### src/design/io_cfg.svh
//~~~~~~~~~~~~~~~~~~~~~~~~~~~~~~~~~~~~~~~~~~~~~~~~~~~~~~~~~~~~
// Pad I/O configuration
// Pad counts, field widths and pad register layout
//~~~~~~~~~~~~~~~~~~~~~~~~~~~~~~~~~~~~~~~~~~~~~~~~~~~~~~~~~~~~

`ifndef IO_CFG_SVH
`define IO_CFG_SVH

// Pad bank and peripheral groups, pad k maps to bit k of every group
`define N_IO        16
`define N_PERIO     `N_IO
`define N_GPIO      `N_IO
`define N_FPGAIO    `N_IO

// Per-pad fields
`define NBIT_PADMUX 2
`define NBIT_PADCFG 4

// AXI4-Lite register port
`define AXI_ADDR_WIDTH 8
`define AXI_DATA_WIDTH 32

// Field positions inside each 32-bit pad register at offset 4*k
`define PADMUX_LSB  0
`define PADCFG_LSB  4

`endif

### src/design/io_pkg.sv
//~~~~~~~~~~~~~~~~~~~~~~~~~~~~~~~~~~~~~~~~~~~~~~~~~~~~~~~~~~~~
// Pad I/O package
// Pad mux select and AXI response encodings
//~~~~~~~~~~~~~~~~~~~~~~~~~~~~~~~~~~~~~~~~~~~~~~~~~~~~~~~~~~~~

`include "io_cfg.svh"

package io_pkg;

  // Which peripheral group owns a pad
  typedef enum logic [`NBIT_PADMUX-1:0] {
    PADMUX_OFF    = 2'd0,
    PADMUX_PERIO  = 2'd1,
    PADMUX_GPIO   = 2'd2,
    PADMUX_FPGAIO = 2'd3
  } pad_mux_e;

  // Subset of the AXI response codes
  typedef enum logic [1:0] {
    RESP_OKAY   = 2'b00,
    RESP_SLVERR = 2'b10
  } axi_resp_e;

endpackage

### src/design/pad_cfg_regs.sv
//~~~~~~~~~~~~~~~~~~~~~~~~~~~~~~~~~~~~~~~~~~~~~~~~~~~~~~~~~~~~
// Pad configuration registers
// AXI4-Lite slave holding one mux select and one pad config
// field per pad, one write and one read outstanding at most
//~~~~~~~~~~~~~~~~~~~~~~~~~~~~~~~~~~~~~~~~~~~~~~~~~~~~~~~~~~~~

`timescale 1ns/1ps

`include "io_cfg.svh"

module pad_cfg_regs import io_pkg::*; (
  input  logic                                ref_clk_i,
  input  logic                                arst_n_i,

  // Write address and data
  input  logic                                awvalid_i,
  input  logic [`AXI_ADDR_WIDTH-1:0]          awaddr_i,
  output logic                                awready_o,
  input  logic                                wvalid_i,
  input  logic [`AXI_DATA_WIDTH-1:0]          wdata_i,
  input  logic [`AXI_DATA_WIDTH/8-1:0]        wstrb_i,
  output logic                                wready_o,

  // Write response
  output logic                                bvalid_o,
  output axi_resp_e                           bresp_o,
  input  logic                                bready_i,

  // Read address
  input  logic                                arvalid_i,
  input  logic [`AXI_ADDR_WIDTH-1:0]          araddr_i,
  output logic                                arready_o,

  // Read data
  output logic                                rvalid_o,
  output logic [`AXI_DATA_WIDTH-1:0]          rdata_o,
  output axi_resp_e                           rresp_o,
  input  logic                                rready_i,

  // Register contents
  output pad_mux_e [`N_IO-1:0]                pad_mux_sel_o,
  output logic [`N_IO-1:0][`NBIT_PADCFG-1:0]  pad_cfg_o
);

  localparam int IDX_W = $clog2(`N_IO);
  localparam logic [`AXI_ADDR_WIDTH-1:0] REG_SPAN = `AXI_ADDR_WIDTH'(4 * `N_IO);

  pad_mux_e [`N_IO-1:0]               mux_q;
  logic [`N_IO-1:0][`NBIT_PADCFG-1:0] cfg_q;

  logic                               wr_hs;
  logic                               wr_ok;
  logic [IDX_W-1:0]                   wr_idx;
  logic                               bvalid_q;
  axi_resp_e                          bresp_q;

  logic                               rd_hs;
  logic                               rd_ok;
  logic [IDX_W-1:0]                   rd_idx;
  logic [`AXI_DATA_WIDTH-1:0]         rd_word;
  logic                               rvalid_q;
  axi_resp_e                          rresp_q;
  logic [`AXI_DATA_WIDTH-1:0]         rdata_q;

  // Address and data are taken together, only while no response is pending
  assign wr_hs     = awvalid_i & wvalid_i & ~bvalid_q;
  assign awready_o = wr_hs;
  assign wready_o  = wr_hs;

  assign wr_ok  = (awaddr_i[1:0] == 2'b00) && (awaddr_i < REG_SPAN);
  assign wr_idx = awaddr_i[2 +: IDX_W];

  always_ff @(posedge ref_clk_i or negedge arst_n_i) begin
    if (!arst_n_i) begin
      for (int k = 0; k < `N_IO; k++) begin
        mux_q[k] <= PADMUX_OFF;
        cfg_q[k] <= '0;
      end
    end else if (wr_hs && wr_ok && wstrb_i[0]) begin
      mux_q[wr_idx] <= pad_mux_e'(wdata_i[`PADMUX_LSB +: `NBIT_PADMUX]);
      cfg_q[wr_idx] <= wdata_i[`PADCFG_LSB +: `NBIT_PADCFG];
    end
  end

  always_ff @(posedge ref_clk_i or negedge arst_n_i) begin
    if (!arst_n_i) begin
      bvalid_q <= 1'b0;
    end else if (wr_hs) begin
      bvalid_q <= 1'b1;
    end else if (bready_i) begin
      bvalid_q <= 1'b0;
    end
  end

  always_ff @(posedge ref_clk_i) begin
    if (wr_hs) begin
      bresp_q <= wr_ok ? RESP_OKAY : RESP_SLVERR;
    end
  end

  // Read side
  assign arready_o = ~rvalid_q;
  assign rd_hs     = arvalid_i & ~rvalid_q;
  assign rd_ok     = (araddr_i[1:0] == 2'b00) && (araddr_i < REG_SPAN);
  assign rd_idx    = araddr_i[2 +: IDX_W];

  // Unused and out-of-range bits read as zero
  always_comb begin
    rd_word = '0;
    if (rd_ok) begin
      rd_word[`PADMUX_LSB +: `NBIT_PADMUX] = mux_q[rd_idx];
      rd_word[`PADCFG_LSB +: `NBIT_PADCFG] = cfg_q[rd_idx];
    end
  end

  always_ff @(posedge ref_clk_i or negedge arst_n_i) begin
    if (!arst_n_i) begin
      rvalid_q <= 1'b0;
    end else if (rd_hs) begin
      rvalid_q <= 1'b1;
    end else if (rready_i) begin
      rvalid_q <= 1'b0;
    end
  end

  always_ff @(posedge ref_clk_i) begin
    if (rd_hs) begin
      rdata_q <= rd_word;
      rresp_q <= rd_ok ? RESP_OKAY : RESP_SLVERR;
    end
  end

  assign bvalid_o      = bvalid_q;
  assign bresp_o       = bresp_q;
  assign rvalid_o      = rvalid_q;
  assign rdata_o       = rdata_q;
  assign rresp_o       = rresp_q;
  assign pad_mux_sel_o = mux_q;
  assign pad_cfg_o     = cfg_q;

  // A stalled response must stay put until the host takes it
  a_bvalid_hold : assert property (@(posedge ref_clk_i) disable iff (!arst_n_i)
    bvalid_o && !bready_i |=> bvalid_o && $stable(bresp_o))
    else $error("write response dropped before bready");

  a_rvalid_hold : assert property (@(posedge ref_clk_i) disable iff (!arst_n_i)
    rvalid_o && !rready_i |=> rvalid_o && $stable(rdata_o) && $stable(rresp_o))
    else $error("read response dropped before rready");

endmodule

### src/design/pad_in_sync.sv
//~~~~~~~~~~~~~~~~~~~~~~~~~~~~~~~~~~~~~~~~~~~~~~~~~~~~~~~~~~~~
// Pad input synchronizer
// Two flop stages per pad bit into the ref clock domain
//~~~~~~~~~~~~~~~~~~~~~~~~~~~~~~~~~~~~~~~~~~~~~~~~~~~~~~~~~~~~

`timescale 1ns/1ps

`include "io_cfg.svh"

module pad_in_sync (
  input  logic             ref_clk_i,
  input  logic             arst_n_i,
  input  logic [`N_IO-1:0] io_in_i,
  output logic [`N_IO-1:0] io_in_sync_o
);

  // First stage may go metastable, second one settles it
  logic [`N_IO-1:0] meta_q;
  logic [`N_IO-1:0] sync_q;

  always_ff @(posedge ref_clk_i or negedge arst_n_i) begin
    if (!arst_n_i) begin
      meta_q <= '0;
      sync_q <= '0;
    end else begin
      meta_q <= io_in_i;
      sync_q <= meta_q;
    end
  end

  assign io_in_sync_o = sync_q;

endmodule

### src/design/pad_mux.sv
//~~~~~~~~~~~~~~~~~~~~~~~~~~~~~~~~~~~~~~~~~~~~~~~~~~~~~~~~~~~~
// Pad mux
// Routes the selected group's out/oe to each pad and the
// synchronized pad input back to that group only
//~~~~~~~~~~~~~~~~~~~~~~~~~~~~~~~~~~~~~~~~~~~~~~~~~~~~~~~~~~~~

`timescale 1ns/1ps

`include "io_cfg.svh"

module pad_mux import io_pkg::*; (
  input  pad_mux_e [`N_IO-1:0]   pad_mux_sel_i,
  input  logic [`N_IO-1:0]       io_in_sync_i,

  // Peripheral side
  input  logic [`N_PERIO-1:0]    perio_out_i,
  input  logic [`N_PERIO-1:0]    perio_oe_i,
  input  logic [`N_GPIO-1:0]     gpio_out_i,
  input  logic [`N_GPIO-1:0]     gpio_oe_i,
  input  logic [`N_FPGAIO-1:0]   fpgaio_out_i,
  input  logic [`N_FPGAIO-1:0]   fpgaio_oe_i,

  // Pad side
  output logic [`N_IO-1:0]       io_out_o,
  output logic [`N_IO-1:0]       io_oe_o,

  // Inputs returned to the peripherals
  output logic [`N_PERIO-1:0]    perio_in_o,
  output logic [`N_GPIO-1:0]     gpio_in_o,
  output logic [`N_FPGAIO-1:0]   fpgaio_in_o
);

  always_comb begin
    io_out_o    = '0;
    io_oe_o     = '0;
    perio_in_o  = '0;
    gpio_in_o   = '0;
    fpgaio_in_o = '0;
    for (int k = 0; k < `N_IO; k++) begin
      case (pad_mux_sel_i[k])
        PADMUX_PERIO: begin
          io_out_o[k]   = perio_out_i[k];
          io_oe_o[k]    = perio_oe_i[k];
          perio_in_o[k] = io_in_sync_i[k];
        end
        PADMUX_GPIO: begin
          io_out_o[k]  = gpio_out_i[k];
          io_oe_o[k]   = gpio_oe_i[k];
          gpio_in_o[k] = io_in_sync_i[k];
        end
        PADMUX_FPGAIO: begin
          io_out_o[k]    = fpgaio_out_i[k];
          io_oe_o[k]     = fpgaio_oe_i[k];
          fpgaio_in_o[k] = io_in_sync_i[k];
        end
        // Unowned pad is driven low with its output disabled
        default: ;
      endcase
    end
  end

  // No pad may feed two groups at once
  always_comb begin
    for (int k = 0; k < `N_IO; k++) begin
      a_one_owner : assert ($onehot0({perio_in_o[k], gpio_in_o[k], fpgaio_in_o[k]}))
        else $error("pad %0d input reaches more than one group", k);
    end
  end

endmodule

### src/design/io_subsystem.sv
//~~~~~~~~~~~~~~~~~~~~~~~~~~~~~~~~~~~~~~~~~~~~~~~~~~~~~~~~~~~~
// Pad I/O subsystem
// Register file, input synchronizer and pad mux for a bank
// of pads shared by PERIO, GPIO and FPGAIO
//~~~~~~~~~~~~~~~~~~~~~~~~~~~~~~~~~~~~~~~~~~~~~~~~~~~~~~~~~~~~

`timescale 1ns/1ps

`include "io_cfg.svh"

module io_subsystem import io_pkg::*; (
  input  logic                                ref_clk_i,
  input  logic                                arst_n_i,

  // AXI4-Lite host port
  input  logic                                awvalid_i,
  input  logic [`AXI_ADDR_WIDTH-1:0]          awaddr_i,
  output logic                                awready_o,
  input  logic                                wvalid_i,
  input  logic [`AXI_DATA_WIDTH-1:0]          wdata_i,
  input  logic [`AXI_DATA_WIDTH/8-1:0]        wstrb_i,
  output logic                                wready_o,
  output logic                                bvalid_o,
  output axi_resp_e                           bresp_o,
  input  logic                                bready_i,
  input  logic                                arvalid_i,
  input  logic [`AXI_ADDR_WIDTH-1:0]          araddr_i,
  output logic                                arready_o,
  output logic                                rvalid_o,
  output logic [`AXI_DATA_WIDTH-1:0]          rdata_o,
  output axi_resp_e                           rresp_o,
  input  logic                                rready_i,

  // Pad frame
  input  logic [`N_IO-1:0]                    io_in_i,
  output logic [`N_IO-1:0]                    io_out_o,
  output logic [`N_IO-1:0]                    io_oe_o,
  output logic [`N_IO-1:0][`NBIT_PADCFG-1:0]  pad_cfg_o,

  // Peripheral groups
  input  logic [`N_PERIO-1:0]                 perio_out_i,
  input  logic [`N_PERIO-1:0]                 perio_oe_i,
  output logic [`N_PERIO-1:0]                 perio_in_o,
  input  logic [`N_GPIO-1:0]                  gpio_out_i,
  input  logic [`N_GPIO-1:0]                  gpio_oe_i,
  output logic [`N_GPIO-1:0]                  gpio_in_o,
  input  logic [`N_FPGAIO-1:0]                fpgaio_out_i,
  input  logic [`N_FPGAIO-1:0]                fpgaio_oe_i,
  output logic [`N_FPGAIO-1:0]                fpgaio_in_o
);

  pad_mux_e [`N_IO-1:0] pad_mux_sel;
  logic [`N_IO-1:0]     io_in_sync;

  pad_cfg_regs i_pad_cfg_regs (
    .ref_clk_i     (ref_clk_i),
    .arst_n_i      (arst_n_i),
    .awvalid_i     (awvalid_i),
    .awaddr_i      (awaddr_i),
    .awready_o     (awready_o),
    .wvalid_i      (wvalid_i),
    .wdata_i       (wdata_i),
    .wstrb_i       (wstrb_i),
    .wready_o      (wready_o),
    .bvalid_o      (bvalid_o),
    .bresp_o       (bresp_o),
    .bready_i      (bready_i),
    .arvalid_i     (arvalid_i),
    .araddr_i      (araddr_i),
    .arready_o     (arready_o),
    .rvalid_o      (rvalid_o),
    .rdata_o       (rdata_o),
    .rresp_o       (rresp_o),
    .rready_i      (rready_i),
    .pad_mux_sel_o (pad_mux_sel),
    .pad_cfg_o     (pad_cfg_o)
  );

  pad_in_sync i_pad_in_sync (
    .ref_clk_i    (ref_clk_i),
    .arst_n_i     (arst_n_i),
    .io_in_i      (io_in_i),
    .io_in_sync_o (io_in_sync)
  );

  pad_mux i_pad_mux (
    .pad_mux_sel_i (pad_mux_sel),
    .io_in_sync_i  (io_in_sync),
    .perio_out_i   (perio_out_i),
    .perio_oe_i    (perio_oe_i),
    .gpio_out_i    (gpio_out_i),
    .gpio_oe_i     (gpio_oe_i),
    .fpgaio_out_i  (fpgaio_out_i),
    .fpgaio_oe_i   (fpgaio_oe_i),
    .io_out_o      (io_out_o),
    .io_oe_o       (io_oe_o),
    .perio_in_o    (perio_in_o),
    .gpio_in_o     (gpio_in_o),
    .fpgaio_in_o   (fpgaio_in_o)
  );

endmodule

### config.mk
export PLATFORM = sky130hd
export DESIGN_NAME = io_subsystem
export DESIGN_NICKNAME = d
export VERILOG_FILES = /design/src/design/io_pkg.sv /design/src/design/pad_cfg_regs.sv /design/src/design/pad_in_sync.sv /design/src/design/pad_mux.sv /design/src/design/io_subsystem.sv
export VERILOG_INCLUDE_DIRS = /design/src /design/src/design
export SDC_FILE = /design/constraint.sdc
export NUM_CORES = 1
export LEC_CHECK = 0
export ABC_AREA = 1
export BUFFER_PORTS_ARGS = -buffer_cell sky130_fd_sc_hd__buf_2
export CAP_MARGIN = 20
export CORE_AREA = 2 2 140 142
export DETAILED_ROUTE_END_ITERATION = 10
export DIE_AREA = 0 0 142 144
export PLACE_DENSITY_LB_ADDON = 0.08
export SLEW_MARGIN = 30
export SYNTH_ARGS = -nofsm -noshare
export SYNTH_HDL_FRONTEND = slang
export SYNTH_SLANG_ARGS = --single-unit
export TNS_END_PERCENT = 100
### constraint.sdc
create_clock -name ref_clk_i -period 1.35 [get_ports ref_clk_i]
set_clock_uncertainty 0.1 [all_clocks]
set_input_delay 0.135 -clock ref_clk_i [delete_from_list [all_inputs] [get_ports ref_clk_i]]
set_output_delay 0.135 -clock ref_clk_i [all_outputs]
set_load 0.1 [all_outputs]
==> flow_summary_export.csv, run 1 <==
group,metric,value,unit
flow_run,cap_violations,0,
route,ant_nets,0,
place,io_buffers,298,
setup_path,r2r-start,"i_pad_cfg_regs.bvalid_o",
clocking,cts_buffers,17,
synth,synth_mux_area_frac,0,
route,wl_per_cell,18.83,um
route,drc_errors,0,
timing,rsz0062_at_grt,"yes",
synth,syn_area,7345,sq um
place,dp.cells,1574,
setup_path,critPathSlowestCell,"dfrtp_4",
global_routing,grt-ovfl-total,0,
global_routing,grt_pass1_vias,8293,
timing,finalHoldViolations,0,
route,first_pass_iters,4,
setup_path,cp_common_cell,"nand2_1",
min_path,holdPathEnd,"i_pad_cfg_regs.bvalid_o",
synth,synth-xor-area-share,0,
global_routing,grt_pass1_wl,44.28,mm
setup_path,endpoint_kind,"flop",
status,status,"finished, violations left",
timing,slew_violations,0,
clocking,clkTransAtPathRegs,0.06,ns
status,violations,"negative setup slack",
floorplanning,die_height,144,um
place,placed_area,13330,sq um
clocking,cts_hold_buf,21,
pwr,peakVddDrop,0.9195,mV
synth,ys_ff_latch,138,
global_routing,globalRouteTotalUtil,0.2807,
setup_path,critPathMaxStageDelay,0.48,ns
place,gp_congestion,0.8333,
floorplanning,io_pins,356,
place,place_ws,-0.2750,ns
setup_path,rr_worst_depth,9,
floorplanning,die_w,142,um
pwr,power_density,703.5,nW/um^2
setup_path,cp_max_fo,12,
finish,fin_area,15950,sq um
setup_path,critPathLaunchType,"flop",
synth,syn_inst,928,
synth,async_flop_share,0.9420,
setup_path,crit_chain,"inv_4 > nand3_4 > inv_12 > nand2_8 > nor2_8 > nand2_1 > buf_6 > nand2_1 > o21ai_0",
clocking,cts-htree-levels,4,
clocking,clock_path_buffers,2,
min_path,min_from,"wvalid_i",
timing,max_freq,0.5779,GHz
setup_path,cp_data_required_time,1.52,ns
clocking,cts_sinks,138,
finish,fin_cells,1648,
place,dp_hpwl,19.51,mm
synth,yosys-top-cells-count,"nand2_1, nand3_1, dfrtp_1",
synth,synth-compound-area-share,0.08518,
finish,syn_to_final_growth,117.1,%
synth,synth_top_area_share,0.4429,
global_routing,antenna_found_initial,3,
timing,fin_crit_sh,1.282,
finish,fill_cells,1046,
floorplanning,core,19080,sq um
finish,drive_gt1_frac,0.7315,
floorplanning,die-area,20450,sq um
synth,synth_warnings,0,
synth,synth.avg_cell_area,7.914,sq um
clocking,cts-root-buf,"clkbuf_16",
synth,synthDistinctLibCells,23,
synth,synth_top_family_by_area,"simple AND/OR/NAND/NOR gates",
setup_path,r2r_end,"i_pad_cfg_regs.pad_cfg_o[1]",
clocking,cts_tree,"built",
synth,synthFlopType,"dfrtp_1",
route,vias,8611,
pwr,power.leakage,6.970,nW
global_routing,grt_max_degree,37,
synth,ys_seq_area_frac,0.4756,
floorplanning,start_util,0.3849,
min_path,hold_class,"input pin to flop",
setup_path,ff2ff_setup_slack,-0.38,ns
route,wirelength,31.03,mm
route,drt_iter0_markers,445,
synth,synth_area_leader_cell,"dfrtp_1",
setup_path,cp.arrival,1.90,ns
timing,fin_setup_tns,-52.49,ns
timing,worstMarginPinSlew,0.6602,ns
synth,synthAdderAreaFrac,0,
synth,yosys.area_share.simple,0.3230,
timing,period_needed,1.730,ns
synth,synth.area.top_cells,"dfrtp_1, nand3_1, nand2_1",
min_path,holdPathStages,3,
finish,nNetsFinal,1566,
floorplanning,std_cell_rows,51,
timing,hold_ws,0.02262,ns
route,vias_per_cell,5.225,
setup_path,critical_path_class,"flop to flop",
synth,synth_edf_count,8,
synth,yosysMostFrequentCell,"nand2_1",
clocking,insertion_delay,0.42,ns
timing,setup-violations-final,209,
timing,finalWorstSetupSlack,-0.3803,ns
timing,max-slew-margin-rel,0.5583,
cell type report:
cell class                 instances  area [sq um]  share of cell area
clock buffer                      24         471.7             0.02958
multi-input combinational        659          5191              0.3255
timing repair buffer             481          5659              0.3549
inverter                          98         474.2             0.02974
sequential                       138          3779              0.2370
tap                              238         297.8             0.01867
antenna                            2         5.005           0.0003138
clock inverter                     8         68.82            0.004315
through the flow:
stage | util | total power (W)
2_1_floorplan | - | 0.005785
3_3_place_gp | 0.6986 | 0.006557
3_5_place_dp | 0.6986 | 0.006576
4_1_cts | 0.7789 | 0.01104
5_1_grt | 0.8358 | 0.01157
6_report | 0.8358 | 0.01122
timing repair:
action | 4_1_cts | 5_1_grt
setup buffers | 46 | 27
gates resized for setup | 222 | 202
endpoints found under the hold margin | 149 | 1
setup endpoints to repair | 252 | 241
gates cloned | 6 | 8
pin swaps | 78 | 88
per-layer routing:
metal	up-vias	global-route usage	part of all wire
met3	57	0.05530	0.066
li1	3965	-	-
met2	372	0.4851	0.52
met1	4215	0.3576	0.39
met5	-	0	0.00035
met4	2	0.08526	0.021
critical path, delay by kind of cell (launching register included):
family	cells	cell delay (ns)
compound gates	1	0.10
simple gates	5	0.57
flops	1	0.48
buf+inv	3	0.32
cells in the final DEF, fill, tap and decap left out, types with 19 or more instances in the layout:
cell type,Yosys,routed
inv_1,93,29
dlygate4sd3_1,0,21
nand3_2,1,151
buf_4,29,75
o21ai_1,34,47
buf_2,18,140
dfrtp_2,0,33
conb_1,1,28
nor3_4,0,48
dfrtp_1,130,32
clkbuf_16,0,19
inv_2,5,39
nand2_2,0,80
nand3_1,196,25
buf_12,1,158
dfrtp_4,0,65
nand3_4,0,21
inv_4,0,21
buf_6,10,81
nand2_1,240,150
o21ai_2,28,36
cell families (layout without fill, tap and decap cells):
group	count (synthesis)	count (layout)
simple gates	518	527
compound gates	104	104
flops	138	138
other cells	1	30
buf+inv	167	611
sequential cells by signal (all words and copies together) (netlist names):
| signal | cells |
|---|---|
| i_pad_cfg_regs.rdata_o | 6 |
| i_pad_cfg_regs.bvalid_o | 1 |
| i_pad_in_sync.io_in_sync_o | 16 |
| i_pad_cfg_regs.pad_mux_sel_o | 32 |
| i_pad_cfg_regs.bresp_o | 1 |
| i_pad_cfg_regs.rresp_o | 1 |
| i_pad_cfg_regs.pad_cfg_o | 64 |
| i_pad_cfg_regs.rvalid_o | 1 |
| i_pad_in_sync.meta_q | 16 |
where the power goes:
part           switching, W  total, W  internal [W]
logic               0.00170   0.00245      0.000754
clock network       0.00177   0.00439       0.00262
registers         0.0000791   0.00437       0.00430
total               0.00355    0.0112       0.00766
worst max-delay path by stage:
stage,cells after the start,endpoint,from
floorplan,10,i_pad_cfg_regs.pad_mux_sel_o[31],i_pad_cfg_regs.bvalid_o
global placement,9,i_pad_cfg_regs.pad_cfg_o[55],i_pad_cfg_regs.bvalid_o
detailed placement,8,i_pad_cfg_regs.pad_cfg_o[16],i_pad_cfg_regs.bvalid_o
CTS,5,awready_o,i_pad_cfg_regs.bvalid_o
global route,9,i_pad_cfg_regs.pad_cfg_o[1],i_pad_cfg_regs.bvalid_o
finish,9,i_pad_cfg_regs.pad_cfg_o[1],i_pad_cfg_regs.bvalid_o
Note: power is estimated with default switching activity, not from simulation.
==> inputs of run 2 (changes only) <==
--- a/config.mk
+++ b/config.mk
@@ -12,7 +12,7 @@
 export CORE_AREA = 2 2 140 142
 export DETAILED_ROUTE_END_ITERATION = 10
 export DIE_AREA = 0 0 142 144
-export PLACE_DENSITY_LB_ADDON = 0.08
+export PLACE_DENSITY_LB_ADDON = 0.1
 export SLEW_MARGIN = 30
 export SYNTH_ARGS = -nofsm -noshare
 export SYNTH_HDL_FRONTEND = slang
==> run 2 against run 1 <==
  * The run still ends with negative setup slack left
  * Critical path depth rose by 1
  * Flip-flop and latch count did not move
  * Final cell count decreased by 1.0%
  * Clock power up 9.1%
  * Largest cell class unchanged
  * Critical endpoint is now i_pad_cfg_regs.pad_cfg_o[0]
==> flow_summary_export.csv, run 2 (same netlist as run 1, synthesis figures left out) <==
group,metric,value,unit
status,status,"finished, violations left",
status,violations,"negative setup slack",
floorplanning,die-area,20450,sq um
route,drt_iter0_markers,442,
setup_path,endpoint_kind,"flop",
global_routing,grt_pass1_wl,44.91,mm
setup_path,critical_path_class,"flop to flop",
clocking,insertion_delay,0.43,ns
setup_path,rr_worst_depth,10,
timing,worstMarginPinSlew,0.5844,ns
finish,final_common_cell,"nand2_1",
place,placed_area,13360,sq um
pwr,power.leakage,6.817,nW
setup_path,critPathLaunch,"i_pad_cfg_regs.bvalid_o",
finish,fill_cells,1035,
setup_path,cp_data_required_time,1.53,ns
place,place_ws,-0.3016,ns
timing,period_needed,1.738,ns
setup_path,r2r-start,"i_pad_cfg_regs.bvalid_o",
route,vias,8426,
clocking,cts_sinks,138,
setup_path,cp-endpoint,"i_pad_cfg_regs.pad_cfg_o[0]",
finish,fin_area,15770,sq um
setup_path,r2r_end,"i_pad_cfg_regs.pad_cfg_o[0]",
timing,max-slew-margin-rel,0.6090,
floorplanning,core,19080,sq um
global_routing,globalRouteTotalUtil,0.2824,
route,drc_errors,0,
finish,drive_gt1_frac,0.6978,
timing,rsz0062_at_grt,"yes",
pwr,power_density,735.4,nW/um^2
setup_path,cp_common_cell,"buf_4",
global_routing,grt_max_degree,43,
pwr,peakVddDrop,0.9217,mV
setup_path,ff2ff_setup_slack,-0.39,ns
route,vias_per_cell,5.166,
floorplanning,io_pins,356,
timing,fin_crit_sh,1.288,
floorplanning,die_height,144,um
clocking,clock_path_buffers,2,
min_path,min_from,"wdata_i[7]",
floorplanning,std_cell_rows,51,
route,wl_per_cell,18.15,um
clocking,cts_tree,"built",
setup_path,critPathLaunchType,"flop",
setup_path,crit_chain,"inv_4 > nand3_4 > inv_12 > nand2_8 > nor2_8 > buf_4 > nand2_2 > buf_4 > nand2_1 > o21ai_0",
clocking,cts-htree-levels,4,
route,ant_nets,0,
min_path,hold_class,"input pin to flop",
timing,finalWorstSetupSlack,-0.3883,ns
floorplanning,die_w,142,um
setup_path,critPathMaxStageDelay,0.48,ns
finish,nNetsFinal,1548,
timing,finalHoldViolations,0,
clocking,cts-root-buf,"clkbuf_16",
timing,setup-violations-final,212,
setup_path,cp.arrival,1.92,ns
global_routing,grt_pass1_vias,8408,
timing,max_freq,0.5753,GHz
finish,syn_to_final_growth,114.7,%
clocking,cts_buffers,17,
route,wirelength,29.61,mm
place,io_buffers,298,
global_routing,antenna_found_initial,4,
place,gp_congestion,0.8491,
timing,slew_violations,0,
place,dp_hpwl,19.74,mm
clocking,clkTransAtPathRegs,0.06,ns
finish,final_cell_mix,"nand2_1, buf_12, nand3_2",
setup_path,cp_max_fo,6,
route,first_pass_iters,5,
setup_path,critPathSlowestCell,"dfrtp_4",
flow_run,cap_violations,0,
floorplanning,start_util,0.3849,
finish,largest_register_ffs,64,
global_routing,grt-ovfl-total,0,
-- run 2: cell types whose count changed in the layout (fill, tap and decap cells not counted), moves of 7 or more --
cell / before / now
nand3_4: 21 / 29
buf_4: 75 / 67
nand3_2: 151 / 143
nand2_1: 150 / 184
o21ai_0: 15 / 22
nand2_4: 18 / 10
nand2_2: 80 / 50
o21ai_2: 36 / 28
-- run 2: repair_timing --
item                                    4_1_cts  5_1_grt
hold buffers                                 21        0
pin swaps                                    79       77
resized for setup                           192      180
gates cloned                                  2        3
setup buffers                                42       24
hold endpoints to repair                    149        0
endpoints found under the setup margin      250      241
-- run 2: area by class of cell --
cell class	count	area (sq um)	share of cell area
timing repair buffer	471	5602	0.3552
multi-input combinational	651	5000	0.3170
sequential	138	3779	0.2396
inverter	98	479.2	0.03039
clock buffer	20	456.7	0.02896
tap	238	297.8	0.01888
clock inverter	12	148.9	0.009441
antenna	3	7.507	0.0004760
-- run 2: power by group --
group / switching, W / total [W] / internal (W)
clock network: 0.00180 / 0.00479 / 0.00299
registers: 0.0000762 / 0.00437 / 0.00429
logic: 0.00169 / 0.00244 / 0.000751
-- run 2: stage by stage --
step	hold WS, ns	std cells	utilization	setup TNS, ns	power, W
after floorplan	-0.2606	955	-	-56.91	0.005785
after global placement	-0.03200	1573	0.7004	-20.46	0.006576
after detailed placement	-0.03136	1573	0.7004	-24.50	0.006603
after CTS	0.05529	1607	0.7798	-48.96	0.01151
after global routing	0.06616	1631	0.8265	-63.75	0.01197
final	0.05842	1631	0.8265	-52.05	0.01160
-- run 2: routing by layer --
layer  vias up  global-route usage  share of wire
met5         -                   0        0.00044
met4         2             0.08474          0.023
met3        48             0.06358          0.074
met2       362              0.4767           0.52
met1      4102              0.3648           0.39
li1       3912                   -              -
-- run 2: worst min-delay path by stage --
stage | cells after the start | slack (ns) | to
floorplan | 0 | -0.26 | i_pad_cfg_regs.pad_cfg_o[35]
global placement | 1 | -0.03 | i_pad_in_sync.meta_q[5]
finish | 4 | 0.06 | i_pad_cfg_regs.pad_cfg_o[39]
global route | 4 | 0.07 | i_pad_cfg_regs.pad_cfg_o[55]
detailed placement | 1 | -0.03 | i_pad_in_sync.meta_q[5]
CTS | 4 | 0.06 | i_pad_cfg_regs.pad_cfg_o[31]
-- run 2: critical path: cells and delay by family, from the launching register on --
kind / cells / cell delay, ns
AO/OA/AOI/OAI: 1 / 0.09
buffers and inverters: 4 / 0.48
flip-flops: 1 / 0.48
AND/OR/NAND/NOR: 5 / 0.43
